==> config.mk <==
export PLATFORM = sky130hd
export DESIGN_NAME = rp_analog_top
export DESIGN_NICKNAME = d
export VERILOG_FILES = /design/src/verilog/rp_pkg.sv /design/src/verilog/cal_cfg_if.sv /design/src/verilog/cal_regs.sv /design/src/verilog/linear_cal.sv /design/src/verilog/adc_frontend.sv /design/src/verilog/dac_backend.sv /design/src/verilog/rp_analog_top.sv
export VERILOG_INCLUDE_DIRS = /design/src /design/src/verilog
export SDC_FILE = /design/constraint.sdc
export NUM_CORES = 2
export LEC_CHECK = 0
export ABC_AREA = 1
export BUFFER_PORTS_ARGS = -buffer_cell sky130_fd_sc_hd__buf_2
export CORE_UTILIZATION = 35
export CTS_CLUSTER_DIAMETER = 150
export DETAILED_ROUTE_END_ITERATION = 8
export PLACE_DENSITY = 0.59
export SETUP_SLACK_MARGIN = 0.4
export SLEW_MARGIN = 20
export SYNTH_ARGS = -nofsm -noshare
export SYNTH_HDL_FRONTEND = slang
export SYNTH_SLANG_ARGS = --single-unit
==> constraint.sdc <==
create_clock -name adc_clk -period 12.75 [get_ports adc_clk]
set_input_delay 2.55 -clock adc_clk [delete_from_list [all_inputs] [get_ports adc_clk]]
set_output_delay 2.55 -clock adc_clk [all_outputs]
set_load 0.02 [all_outputs]
==> src/verilog/rp_macros.svh <==
`ifndef RP_MACROS_SVH
`define RP_MACROS_SVH

////////////////////////////////////////////////////////////////////////////
// analog path dimensions
////////////////////////////////////////////////////////////////////////////

// number of ADC and DAC channels
`define RP_CHN 2

// stream sample, signed
`define RP_SAMPLE_W 14
// calibration gain, signed fixed point
`define RP_GAIN_W 16
`define RP_GAIN_FRAC 14
// gain of 1.0 in that format
`define RP_UNITY_GAIN 16384

// raw ADC pin bus, sample sits in the top bits
`define RP_PIN_W 16

// configuration port
`define RP_CFG_AW 4
`define RP_CFG_DW 16

// DAC mid-scale code driven out of reset
`define RP_DAC_RST_CODE 8192

`endif

==> src/verilog/rp_pkg.sv <==
`include "rp_macros.svh"

package rp_pkg;

  //////////////////////////////////////////////////////////////////////////
  // data path types
  //////////////////////////////////////////////////////////////////////////

  // signed stream sample, ADC and generator side alike
  typedef logic signed [`RP_SAMPLE_W-1:0] sample_t;

  // gain, RP_UNITY_GAIN is 1.0
  typedef logic signed [`RP_GAIN_W-1:0] gain_t;

  // offset added after scaling, same range as a sample
  typedef logic signed [`RP_SAMPLE_W-1:0] offset_t;

  // offset binary code on the DAC pins
  typedef logic [`RP_SAMPLE_W-1:0] dac_code_t;

  // raw word on the ADC pins
  typedef logic [`RP_PIN_W-1:0] adc_pin_t;

  //////////////////////////////////////////////////////////////////////////
  // configuration port
  //////////////////////////////////////////////////////////////////////////

  // register map
  //   0     loopback enable, bit 0
  //   1, 2  ADC gain ch0, ch1
  //   3, 4  ADC offset ch0, ch1
  //   5, 6  DAC gain ch0, ch1
  //   7, 8  DAC offset ch0, ch1
  // unmapped addresses read as zero
  typedef logic [`RP_CFG_AW-1:0] cfg_addr_t;
  typedef logic [`RP_CFG_DW-1:0] cfg_data_t;

endpackage

==> src/verilog/cal_cfg_if.sv <==
`include "rp_macros.svh"

interface cal_cfg_if;

  import rp_pkg::*;

  // feed calibrated DAC samples back into the ADC path
  logic dig_loop;

  // ADC calibration per channel
  gain_t   [`RP_CHN-1:0] adc_mul;
  offset_t [`RP_CHN-1:0] adc_sum;

  // DAC calibration per channel
  gain_t   [`RP_CHN-1:0] dac_mul;
  offset_t [`RP_CHN-1:0] dac_sum;

  // register bank owns every field
  modport regs (output dig_loop, adc_mul, adc_sum, dac_mul, dac_sum);

  // acquisition side
  modport adc (input dig_loop, adc_mul, adc_sum);

  // generation side
  modport dac (input dac_mul, dac_sum);

endinterface

==> src/verilog/cal_regs.sv <==
`include "rp_macros.svh"

module cal_regs (
  input  logic              adc_clk,
  input  logic              top_rst,
  // write and read port
  input  logic              cfg_we_i,
  input  rp_pkg::cfg_addr_t cfg_addr_i,
  input  rp_pkg::cfg_data_t cfg_wdata_i,
  output rp_pkg::cfg_data_t cfg_rdata_o,
  // configuration out
  cal_cfg_if.regs           cfg
);

  import rp_pkg::*;

  // read mux ahead of the read-back register
  cfg_data_t rd_mux;

  ////////////////////////////////////////////////////////////////////////////
  // write decode
  ////////////////////////////////////////////////////////////////////////////

  // per-channel groups follow the loopback bit, one block of RP_CHN each
  always_ff @(posedge adc_clk, posedge top_rst) begin
    if (top_rst) begin
      cfg.dig_loop <= 1'b0;
      for (int i = 0; i < `RP_CHN; i++) begin
        cfg.adc_mul[i] <= gain_t'(`RP_UNITY_GAIN);
        cfg.adc_sum[i] <= '0;
        cfg.dac_mul[i] <= gain_t'(`RP_UNITY_GAIN);
        cfg.dac_sum[i] <= '0;
      end
    end else if (cfg_we_i) begin
      if (cfg_addr_i == cfg_addr_t'(0)) begin
        cfg.dig_loop <= cfg_wdata_i[0];
      end
      for (int i = 0; i < `RP_CHN; i++) begin
        if (cfg_addr_i == cfg_addr_t'(1 + i)) begin
          cfg.adc_mul[i] <= gain_t'(cfg_wdata_i);
        end
        // offsets keep the low sample bits only
        if (cfg_addr_i == cfg_addr_t'(1 + `RP_CHN + i)) begin
          cfg.adc_sum[i] <= offset_t'(cfg_wdata_i[`RP_SAMPLE_W-1:0]);
        end
        if (cfg_addr_i == cfg_addr_t'(1 + 2 * `RP_CHN + i)) begin
          cfg.dac_mul[i] <= gain_t'(cfg_wdata_i);
        end
        if (cfg_addr_i == cfg_addr_t'(1 + 3 * `RP_CHN + i)) begin
          cfg.dac_sum[i] <= offset_t'(cfg_wdata_i[`RP_SAMPLE_W-1:0]);
        end
      end
    end
  end

  ////////////////////////////////////////////////////////////////////////////
  // read-back
  ////////////////////////////////////////////////////////////////////////////

  // offsets come back sign extended
  always_comb begin
    rd_mux = '0;
    if (cfg_addr_i == cfg_addr_t'(0)) begin
      rd_mux = cfg_data_t'(cfg.dig_loop);
    end
    for (int i = 0; i < `RP_CHN; i++) begin
      if (cfg_addr_i == cfg_addr_t'(1 + i)) begin
        rd_mux = cfg_data_t'(cfg.adc_mul[i]);
      end
      if (cfg_addr_i == cfg_addr_t'(1 + `RP_CHN + i)) begin
        rd_mux = cfg_data_t'(cfg.adc_sum[i]);
      end
      if (cfg_addr_i == cfg_addr_t'(1 + 2 * `RP_CHN + i)) begin
        rd_mux = cfg_data_t'(cfg.dac_mul[i]);
      end
      if (cfg_addr_i == cfg_addr_t'(1 + 3 * `RP_CHN + i)) begin
        rd_mux = cfg_data_t'(cfg.dac_sum[i]);
      end
    end
  end

  // data for the address seen on the previous edge
  always_ff @(posedge adc_clk, posedge top_rst) begin
    if (top_rst) begin
      cfg_rdata_o <= '0;
    end else begin
      cfg_rdata_o <= rd_mux;
    end
  end

  // host must stay inside the register map
  a_wr_in_map: assert property (
    @(posedge adc_clk) disable iff (top_rst)
    cfg_we_i |-> (cfg_addr_i <= cfg_addr_t'(4 * `RP_CHN))
  );

endmodule

==> src/verilog/linear_cal.sv <==
`include "rp_macros.svh"

module linear_cal (
  input  logic            adc_clk,
  input  logic            top_rst,
  // input stream
  input  rp_pkg::sample_t sti_dat_i,
  input  logic            sti_vld_i,
  output logic            sti_rdy_o,
  // output stream
  output rp_pkg::sample_t sto_dat_o,
  output logic            sto_vld_o,
  input  logic            sto_rdy_i,
  // calibration
  input  rp_pkg::gain_t   mul_i,
  input  rp_pkg::offset_t sum_i
);

  import rp_pkg::*;

  // full product, then what is left after dropping the gain fraction
  localparam int PRD_W = `RP_SAMPLE_W + `RP_GAIN_W;
  localparam int SCL_W = PRD_W - `RP_GAIN_FRAC;

  // clamp limits, one bit wider than the scaled value
  localparam logic signed [SCL_W:0] SAT_MAX = 2 ** (`RP_SAMPLE_W - 1) - 1;
  localparam logic signed [SCL_W:0] SAT_MIN = -(2 ** (`RP_SAMPLE_W - 1));

  logic                    pipe_en;
  logic signed [PRD_W-1:0] prd_q;
  logic                    prd_vld_q;
  logic signed [SCL_W-1:0] scl;
  logic signed [SCL_W:0]   acc;
  sample_t                 sat;

  // both stages move together, stall when the result is not taken
  assign pipe_en   = ~sto_vld_o | sto_rdy_i;
  assign sti_rdy_o = pipe_en;

  ////////////////////////////////////////////////////////////////////////////
  // stage 1, product
  ////////////////////////////////////////////////////////////////////////////

  always_ff @(posedge adc_clk, posedge top_rst) begin
    if (top_rst) begin
      prd_vld_q <= 1'b0;
    end else if (pipe_en) begin
      prd_vld_q <= sti_vld_i;
    end
  end

  always_ff @(posedge adc_clk) begin
    if (pipe_en) begin
      prd_q <= sti_dat_i * mul_i;
    end
  end

  ////////////////////////////////////////////////////////////////////////////
  // stage 2, shift, offset, saturate
  ////////////////////////////////////////////////////////////////////////////

  // arithmetic shift by the gain fraction
  assign scl = prd_q[PRD_W-1:`RP_GAIN_FRAC];
  assign acc = scl + sum_i;

  always_comb begin
    if (acc > SAT_MAX) begin
      sat = sample_t'(SAT_MAX);
    end else if (acc < SAT_MIN) begin
      sat = sample_t'(SAT_MIN);
    end else begin
      sat = sample_t'(acc);
    end
  end

  // result only moves on a real sample, so it holds the last one
  always_ff @(posedge adc_clk, posedge top_rst) begin
    if (top_rst) begin
      sto_vld_o <= 1'b0;
      sto_dat_o <= '0;
    end else if (pipe_en) begin
      sto_vld_o <= prd_vld_q;
      if (prd_vld_q) begin
        sto_dat_o <= sat;
      end
    end
  end

  // no result offered before the unreset product stage has filled
  a_sto_known: assert property (
    @(posedge adc_clk) disable iff (top_rst)
    sto_vld_o |-> !$isunknown(sto_dat_o)
  );

endmodule

==> src/verilog/adc_frontend.sv <==
`include "rp_macros.svh"

module adc_frontend (
  input  logic                             adc_clk,
  input  logic                             top_rst,
  // ADC pins and loopback source
  input  rp_pkg::adc_pin_t [`RP_CHN-1:0]   adc_dat_i,
  input  rp_pkg::sample_t  [`RP_CHN-1:0]   loop_dat_i,
  // oscilloscope stream
  input  logic             [`RP_CHN-1:0]   osc_rdy_i,
  output rp_pkg::sample_t  [`RP_CHN-1:0]   osc_dat_o,
  output logic             [`RP_CHN-1:0]   osc_vld_o,
  // loopback enable and ADC calibration
  cal_cfg_if.adc                           cfg
);

  import rp_pkg::*;

  for (genvar i = 0; i < `RP_CHN; i++) begin : g_chn

    // captured sample, ADC or loopback
    sample_t cap_q;

    // pins are inverted offset binary, low two bits unused
    // sign bit kept, rest inverted
    always_ff @(posedge adc_clk) begin
      if (cfg.dig_loop) begin
        cap_q <= loop_dat_i[i];
      end else begin
        cap_q <= {adc_dat_i[i][`RP_PIN_W-1],
                  ~adc_dat_i[i][`RP_PIN_W-2:`RP_PIN_W-`RP_SAMPLE_W]};
      end
    end

    // ADC never waits, samples offered while stalled are dropped
    linear_cal u_cal (
      .adc_clk   (adc_clk),
      .top_rst   (top_rst),
      .sti_dat_i (cap_q),
      .sti_vld_i (1'b1),
      .sti_rdy_o (),
      .sto_dat_o (osc_dat_o[i]),
      .sto_vld_o (osc_vld_o[i]),
      .sto_rdy_i (osc_rdy_i[i]),
      .mul_i     (cfg.adc_mul[i]),
      .sum_i     (cfg.adc_sum[i])
    );

  end

endmodule

==> src/verilog/dac_backend.sv <==
`include "rp_macros.svh"

module dac_backend (
  input  logic                              adc_clk,
  input  logic                              top_rst,
  // generator stream
  input  rp_pkg::sample_t   [`RP_CHN-1:0]   gen_dat_i,
  input  logic              [`RP_CHN-1:0]   gen_vld_i,
  output logic              [`RP_CHN-1:0]   gen_rdy_o,
  // DAC pins and loopback sample
  output rp_pkg::dac_code_t [`RP_CHN-1:0]   dac_dat_o,
  output rp_pkg::sample_t   [`RP_CHN-1:0]   loop_dat_o,
  // DAC calibration
  cal_cfg_if.dac                            cfg
);

  import rp_pkg::*;

  for (genvar i = 0; i < `RP_CHN; i++) begin : g_chn

    sample_t   cal_dat;
    logic      cal_vld;
    dac_code_t code_q;

    // DAC takes a sample every cycle, never back-pressured
    linear_cal u_cal (
      .adc_clk   (adc_clk),
      .top_rst   (top_rst),
      .sti_dat_i (gen_dat_i[i]),
      .sti_vld_i (gen_vld_i[i]),
      .sti_rdy_o (gen_rdy_o[i]),
      .sto_dat_o (cal_dat),
      .sto_vld_o (cal_vld),
      .sto_rdy_i (1'b1),
      .mul_i     (cfg.dac_mul[i]),
      .sum_i     (cfg.dac_sum[i])
    );

    // offset binary with negative slope, sign kept and magnitude inverted
    // holds the last code between samples
    always_ff @(posedge adc_clk, posedge top_rst) begin
      if (top_rst) begin
        code_q <= dac_code_t'(`RP_DAC_RST_CODE);
      end else if (cal_vld) begin
        code_q <= {cal_dat[`RP_SAMPLE_W-1], ~cal_dat[`RP_SAMPLE_W-2:0]};
      end
    end

    assign dac_dat_o[i] = code_q;

    // calibrated sample straight from the stage register
    assign loop_dat_o[i] = cal_dat;

  end

endmodule

==> src/verilog/rp_analog_top.sv <==
`include "rp_macros.svh"

module rp_analog_top (
  input  logic                              adc_clk,
  input  logic                              top_rst,
  // ADC pins
  input  rp_pkg::adc_pin_t  [`RP_CHN-1:0]   adc_dat_i,
  // generator stream in
  input  rp_pkg::sample_t   [`RP_CHN-1:0]   gen_dat_i,
  input  logic              [`RP_CHN-1:0]   gen_vld_i,
  output logic              [`RP_CHN-1:0]   gen_rdy_o,
  // oscilloscope stream out
  output rp_pkg::sample_t   [`RP_CHN-1:0]   osc_dat_o,
  output logic              [`RP_CHN-1:0]   osc_vld_o,
  input  logic              [`RP_CHN-1:0]   osc_rdy_i,
  // DAC codes, one per channel
  output rp_pkg::dac_code_t [`RP_CHN-1:0]   dac_dat_o,
  // configuration port
  input  logic                              cfg_we_i,
  input  rp_pkg::cfg_addr_t                 cfg_addr_i,
  input  rp_pkg::cfg_data_t                 cfg_wdata_i,
  output rp_pkg::cfg_data_t                 cfg_rdata_o
);

  import rp_pkg::*;

  // calibrated DAC samples for the digital loopback
  sample_t [`RP_CHN-1:0] loop_dat;

  // static calibration and loopback settings
  cal_cfg_if cfg ();

  ////////////////////////////////////////////////////////////////////////////
  // configuration
  ////////////////////////////////////////////////////////////////////////////

  cal_regs u_regs (
    .adc_clk     (adc_clk),
    .top_rst     (top_rst),
    .cfg_we_i    (cfg_we_i),
    .cfg_addr_i  (cfg_addr_i),
    .cfg_wdata_i (cfg_wdata_i),
    .cfg_rdata_o (cfg_rdata_o),
    .cfg         (cfg.regs)
  );

  ////////////////////////////////////////////////////////////////////////////
  // ADC and DAC paths
  ////////////////////////////////////////////////////////////////////////////

  adc_frontend u_adc (
    .adc_clk    (adc_clk),
    .top_rst    (top_rst),
    .adc_dat_i  (adc_dat_i),
    .loop_dat_i (loop_dat),
    .osc_rdy_i  (osc_rdy_i),
    .osc_dat_o  (osc_dat_o),
    .osc_vld_o  (osc_vld_o),
    .cfg        (cfg.adc)
  );

  dac_backend u_dac (
    .adc_clk    (adc_clk),
    .top_rst    (top_rst),
    .gen_dat_i  (gen_dat_i),
    .gen_vld_i  (gen_vld_i),
    .gen_rdy_o  (gen_rdy_o),
    .dac_dat_o  (dac_dat_o),
    .loop_dat_o (loop_dat),
    .cfg        (cfg.dac)
  );

endmodule

# Word-level counts from Yosys, hierarchy flattened
# Cells that the tools add are included.
op_classes:
  n_lt_le_gt_ge: 8
  n_eq_ne: 8
  n_bitwise: 8
  n_mux: 19
  n_reduce_logical: 12
  multipliers: 4
  add_sub_neg: 4
op_table:
  columns: ["op", "n"]
  rows:
  - ["14-bit two-way mux", 10]
  - ["16-bit two-way mux", 8]
  - ["14-bit by 16-bit multiplier with 30-bit output", 4]
  - ["16-bit by 14-bit adder with 17-bit output", 4]
  - ["17-bit by 14-bit > comparator with 1-bit output (second input constant)", 4]
  - ["17-bit by 14-bit < comparator with 1-bit output (second input constant)", 4]
  - ["13-bit NOT", 4]
  - ["2-bit AND reduction", 11]
  - ["4-bit by 3-bit == test with 1-bit output (second input constant)", 4]
  - ["4-bit by 2-bit == test with 1-bit output (second input constant)", 2]
  - ["4-bit by 1-bit == test with 1-bit output (second input constant)", 1]
  - ["4-bit == test (second input constant)", 1]
  - ["4-bit logical NOT", 1]
  - ["1-bit NOT", 2]
  - ["1-bit OR", 2]
  - ["1-bit two-way mux", 1]
word_totals:
  elab_cells: 93
  reg_bits: 377
  out_inout_bits: 76
  inputBits: 87

# Logic depth before layout (Yosys ltp)
logic_depth:
  ltp_word: 10
  ltp_mapped: 27

# Cells and area by module
# A second synthesis with hierarchy kept.
unflattened:
  cells_unflattened: 6540
  area_unflattened_um2: 51493.1
modules_own_cells:
  columns: ["module", "cells_per_inst", "area_each_um2", "seq_area_each_um2", "n_inst"]
  rows:
  - ["linear_cal at u_adc.g_chn[0].u_cal", 1428, 10965.5, 880.8, 1]
  - ["linear_cal at u_dac.g_chn[0].u_cal", 1404, 10898.0, 880.8, 1]
  - ["linear_cal at u_adc.g_chn[1].u_cal", 1396, 10850.4, 880.8, 1]
  - ["linear_cal at u_dac.g_chn[1].u_cal", 1385, 10776.6, 880.8, 1]
  - ["cal_regs", 687, 5873.1, 3433.3, 1]
  - ["dac_backend", 146, 1168.6, 703.2, 1]
  - ["adc_frontend", 94, 960.9, 560.5, 1]

# Least setup slack after synthesis
# Ideal clock, no wire load.
synth_timing:
  kind: "input-to-reg"
  startpoint: "input port gen_dat_i[3] (netlist bit)"
  endpoint: "register u_dac.g_chn[0].u_cal.prd_q[29]"
  arrival_time_ps: 7679
  setup_time_ps: 124
  path_buffers: 2
  slack_ps: 4948
  path_stages: 20
  t_required_ps: 12626
  path_cell_list: "clkbuf_1 -> clkbuf_1 -> nand2_1 -> fa_1 -> fa_1 -> inv_1 -> fa_1 -> fa_1 -> fa_1 -> inv_1 -> fa_1 -> inv_1 -> ha_1 -> nand2_1 -> nand2_1 -> a31oi_1 -> o21ai_0 -> a21oi_1 -> o21ai_1 -> xor2_1"
synth_via:
  elab_chain_cells: 1
synth_rtl:
  columns: ["item", "line", "rtl"]
  rows:
  - ["from (decl)", "rp_analog_top.sv:9", "input rp_pkg::sample_t [`RP_CHN-1:0] gen_dat_i,"]
  - ["14-bit by 16-bit multiplier with 30-bit output", "linear_cal.sv:54", "prd_q <= sti_dat_i * mul_i;"]
  - ["to (signal assigned)", "linear_cal.sv:54", null]
  - ["to (decl)", "linear_cal.sv:30", "logic signed [PRD_W-1:0] prd_q;"]
# Every way passes these cells.
# A chain may end at the register's enable or synchronous reset.

# Final worst setup path
layout_timing:
  startpoint: "input port gen_dat_i[2] (netlist bit)"
  endpoint: "register u_dac.g_chn[0].u_cal.prd_q[29]"
# The elaborated chain is that of the path after synthesis.

==> impl_metrics.ini <==
[drt]
drtIter0Drc = 2529
drtPass1Iterations = 5
ant_nets = 0
vias_per_cell = 4.69
drt_wl_total_um = 137000
vias = 39100
wire_per_inst_um = 16.5
drc = 0

[sta]
fin_crit_sh_pct = 61.3
setup_violations = 0
fin_worst_skew_ps = 28.5
maxSlewHeadroom_pct = 25.1
clock.fmax_mhz = 128
drv_slew = 0
worstMarginPinSlew_ps = 1120
rsz0062_at_grt = false
fin_crit_ps = 7820
final.setup.tns_ps = 0
finalHoldViolCount = 0

[die]
die_area_sq_um = 146000
num_rows = 139
ioPinCount = 163
chipWidth_um = 382
die_height_um = 382
start_util_pct = 35.2
core_area_sq_um = 143000

[final_layout]
area_growth_pct = 6.94
layout_common_cells = 1,704 x nand2_1, 1,684 x inv_1, 876 x fa_1
final_common_cell = nand2_1
drive_above_1_share_pct = 5.66
final_nets = 7703

[synthesis]
synth-seq-cells = 321
netlist.area_leader.share_pct = 34.7
synth-seq-area-share_pct = 15.6
syn_avg_cell_area_sq_um = 7.84
syn_inst = 6441
synth_area_sq_um = 50500
synth.area.top_cells = fa_1 35%, nand2_1 13%, inv_1 13%
yosys_warnings = 0
netlist-cell-type-count = 53
synth_edf_count = 32
async_flop_share_pct = 71.3
ys.flop_type = dfrtp_1
synth.largest_area_cell = fa_1

[critical_path]
crit_type = primary input to flop
critPathCaptureType = flop
critPathArrivalTime_ps = 8280
cp_max_fo = 16
worstPathRequired_ps = 13210
startpoint_type = primary input

[clocking]
htreeDepth = 2
root_buffer = clkbuf_16
numCtsBuffers = 36
cts_setup_buffers = 0
cts_tree = yes
clockBufferDepth = 3
cts_resized = 0
clkSinkCount = 321
clock_latency_ps = 570
path_clk_slew_ps = 60
cts_hold_buf = 0

[global_routing]
antenna_found_initial = 13
first_global_vias = 40900
grt_pass1_wl_um = 223000
gr-usage-all-layers_pct = 19.2
grt_max_degree = 93
grt_overflow_total = 0

[run]
maxCapViolations = 0

[status]
status = finished clean

[placed_design]
io_buffers = 156
gp_congestion = 0.922
dp_hpwl_um = 113000

[worst_hold_path]
holdCritPathClass = flop to flop
## per-layer routing
| layer | part of all wire [%] | wire [um] | GRT usage (%) | vias to the layer above |
|---|---|---|---|---|
| met3 | 7.7 | 10500 | 3.92 | 172 |
| met1 | 45 | 61300 | 26.5 | 19100 |
| li1 | - | - | - | 18700 |
| met5 | 0.077 | 106 | 0 | - |
| met4 | 2.3 | 3130 | 4.56 | 18 |
| met2 | 45 | 62200 | 30.8 | 1033 |
## cells by family (layout without fill, tap and decap cells)
kind of cell	Yosys count	count (layout)	share of synthesized area, %
and+or+nand+nor	2227	2227	17.6
other	1	5	0.00743
DFF	321	321	15.6
xor gates and xnor gates	132	132	2.29
buffers and inverters	1957	1945	14.7
AOI/OAI and AO/OA	591	591	6.65
adders and majority gates	1212	1212	43.0
## path summary, 6_finish.rpt
| kind | startpoint | end | slack, ps | cells past startpoint |
|---|---|---|---|---|
| min in group asynchronous | top_rst | u_adc.g_chn[0].u_cal.sto_dat_o[13]$_DFFE_PP0P_ | 2080 | 2 |
| worst max register to register | u_adc.g_chn[1].cap_q[2]$_DFF_P_ | u_adc.g_chn[1].u_cal.prd_q[27]$_DFFE_PN_ | 6270 | 19 |
| max in group asynchronous | top_rst | u_dac.g_chn[1].code_q[12]$_DFFE_PP0P_ | 9200 | 3 |
| worst max-delay path | gen_dat_i[2] | u_dac.g_chn[0].u_cal.prd_q[29]$_DFF_P_ | 4930 | 17 |
| worst min register to register | u_adc.g_chn[1].u_cal.prd_vld_q$_DFFE_PP0N_ | u_adc.g_chn[1].u_cal.sto_vld_o$_DFFE_PP0N_ | 460 | 2 |
| worst min-delay path | u_adc.g_chn[1].u_cal.prd_vld_q$_DFFE_PP0N_ | u_adc.g_chn[1].u_cal.sto_vld_o$_DFFE_PP0N_ | 460 | 2 |
## registers in the layout, indices dropped and copies added (netlist names)
| signal | cells |
|---|---|
| u_adc.g_chn.cap_q | 28 |
| u_adc.g_chn.u_cal.prd_q | 32 |
| u_adc.g_chn.u_cal.prd_vld_q | 2 |
| u_adc.g_chn.u_cal.sto_dat_o | 28 |
| u_adc.g_chn.u_cal.sto_vld_o | 2 |
| u_dac.g_chn.code_q | 28 |
| u_dac.g_chn.u_cal.prd_q | 32 |
| u_dac.g_chn.u_cal.prd_vld_q | 2 |
| u_dac.g_chn.u_cal.sto_dat_o | 28 |
| u_dac.g_chn.u_cal.sto_vld_o | 2 |
| u_regs.cfg.adc_mul | 32 |
| u_regs.cfg.adc_sum | 28 |
| u_regs.cfg.dac_mul | 32 |
| u_regs.cfg.dac_sum | 28 |
| u_regs.cfg.dig_loop | 1 |
| u_regs.cfg_rdata_o | 16 |
## layout make-up
type                            count  area, sq um
Multi-Input combinational cell   4164        35200
Sequential cell                   321         7900
Fill cell                       15000        89300
Tap cell                         1903         2380
Timing Repair Buffer              186         1010
Inverter                         1695         6370
Antenna cell                        3         7.51
Clock inverter                     14          131
Clock buffer                       50         1030
## through the flow
step                util [%]  setup WS, ps  cell area (sq um)  hold WS [ps]  cells
floorplan                  -          3930              50500           412   6442
global placement        36.9          4390              52800           446   8269
detailed placement      36.9          4340              52800           453   8269
CTS                     37.7          4910              54000           466   8333
global route            37.7          4630              54000           493   8333
finish                  37.7          4930              54000           464   8336
## cell usage after synthesis, drive strengths merged, types with 2 or more instances
master,n
nand2,1732
inv,1691
fa,876
ha,336
o21ai,279
nor2,251
clkbuf,242
a21oi,233
dfrtp,223
nand3,140
xor2,78
dfxtp,60
xnor2,54
nor3,38
nand4,37
edfxtp,32
a21o,20
buf,20
o21bai,19
or2,15
a31oi,10
dfstp,6
a22o,5
nor4,5
o21a,5
and3,4
clkinv,4
o2111ai,4
o211ai,4
a211oi,3
a221oi,3
and2,3
nand3b,2
o221ai,2
## worst max-delay path, stage by stage
cell and delay [ps]:
buf_2 350, nand2_1 210, fa_1 560, fa_1 820, inv_1 190, fa_1 520, inv_1 50, fa_1 570
fa_1 440, fa_1 510, inv_1 40, ha_1 380, nand2_1 140, nor4_1 400, nand3_1 120, o21ai_1 180
xor2_1 230
Power is left out: the tool's default activity adds up to more than one toggle a clock period on the data nets, which glitch-free logic cannot reach.
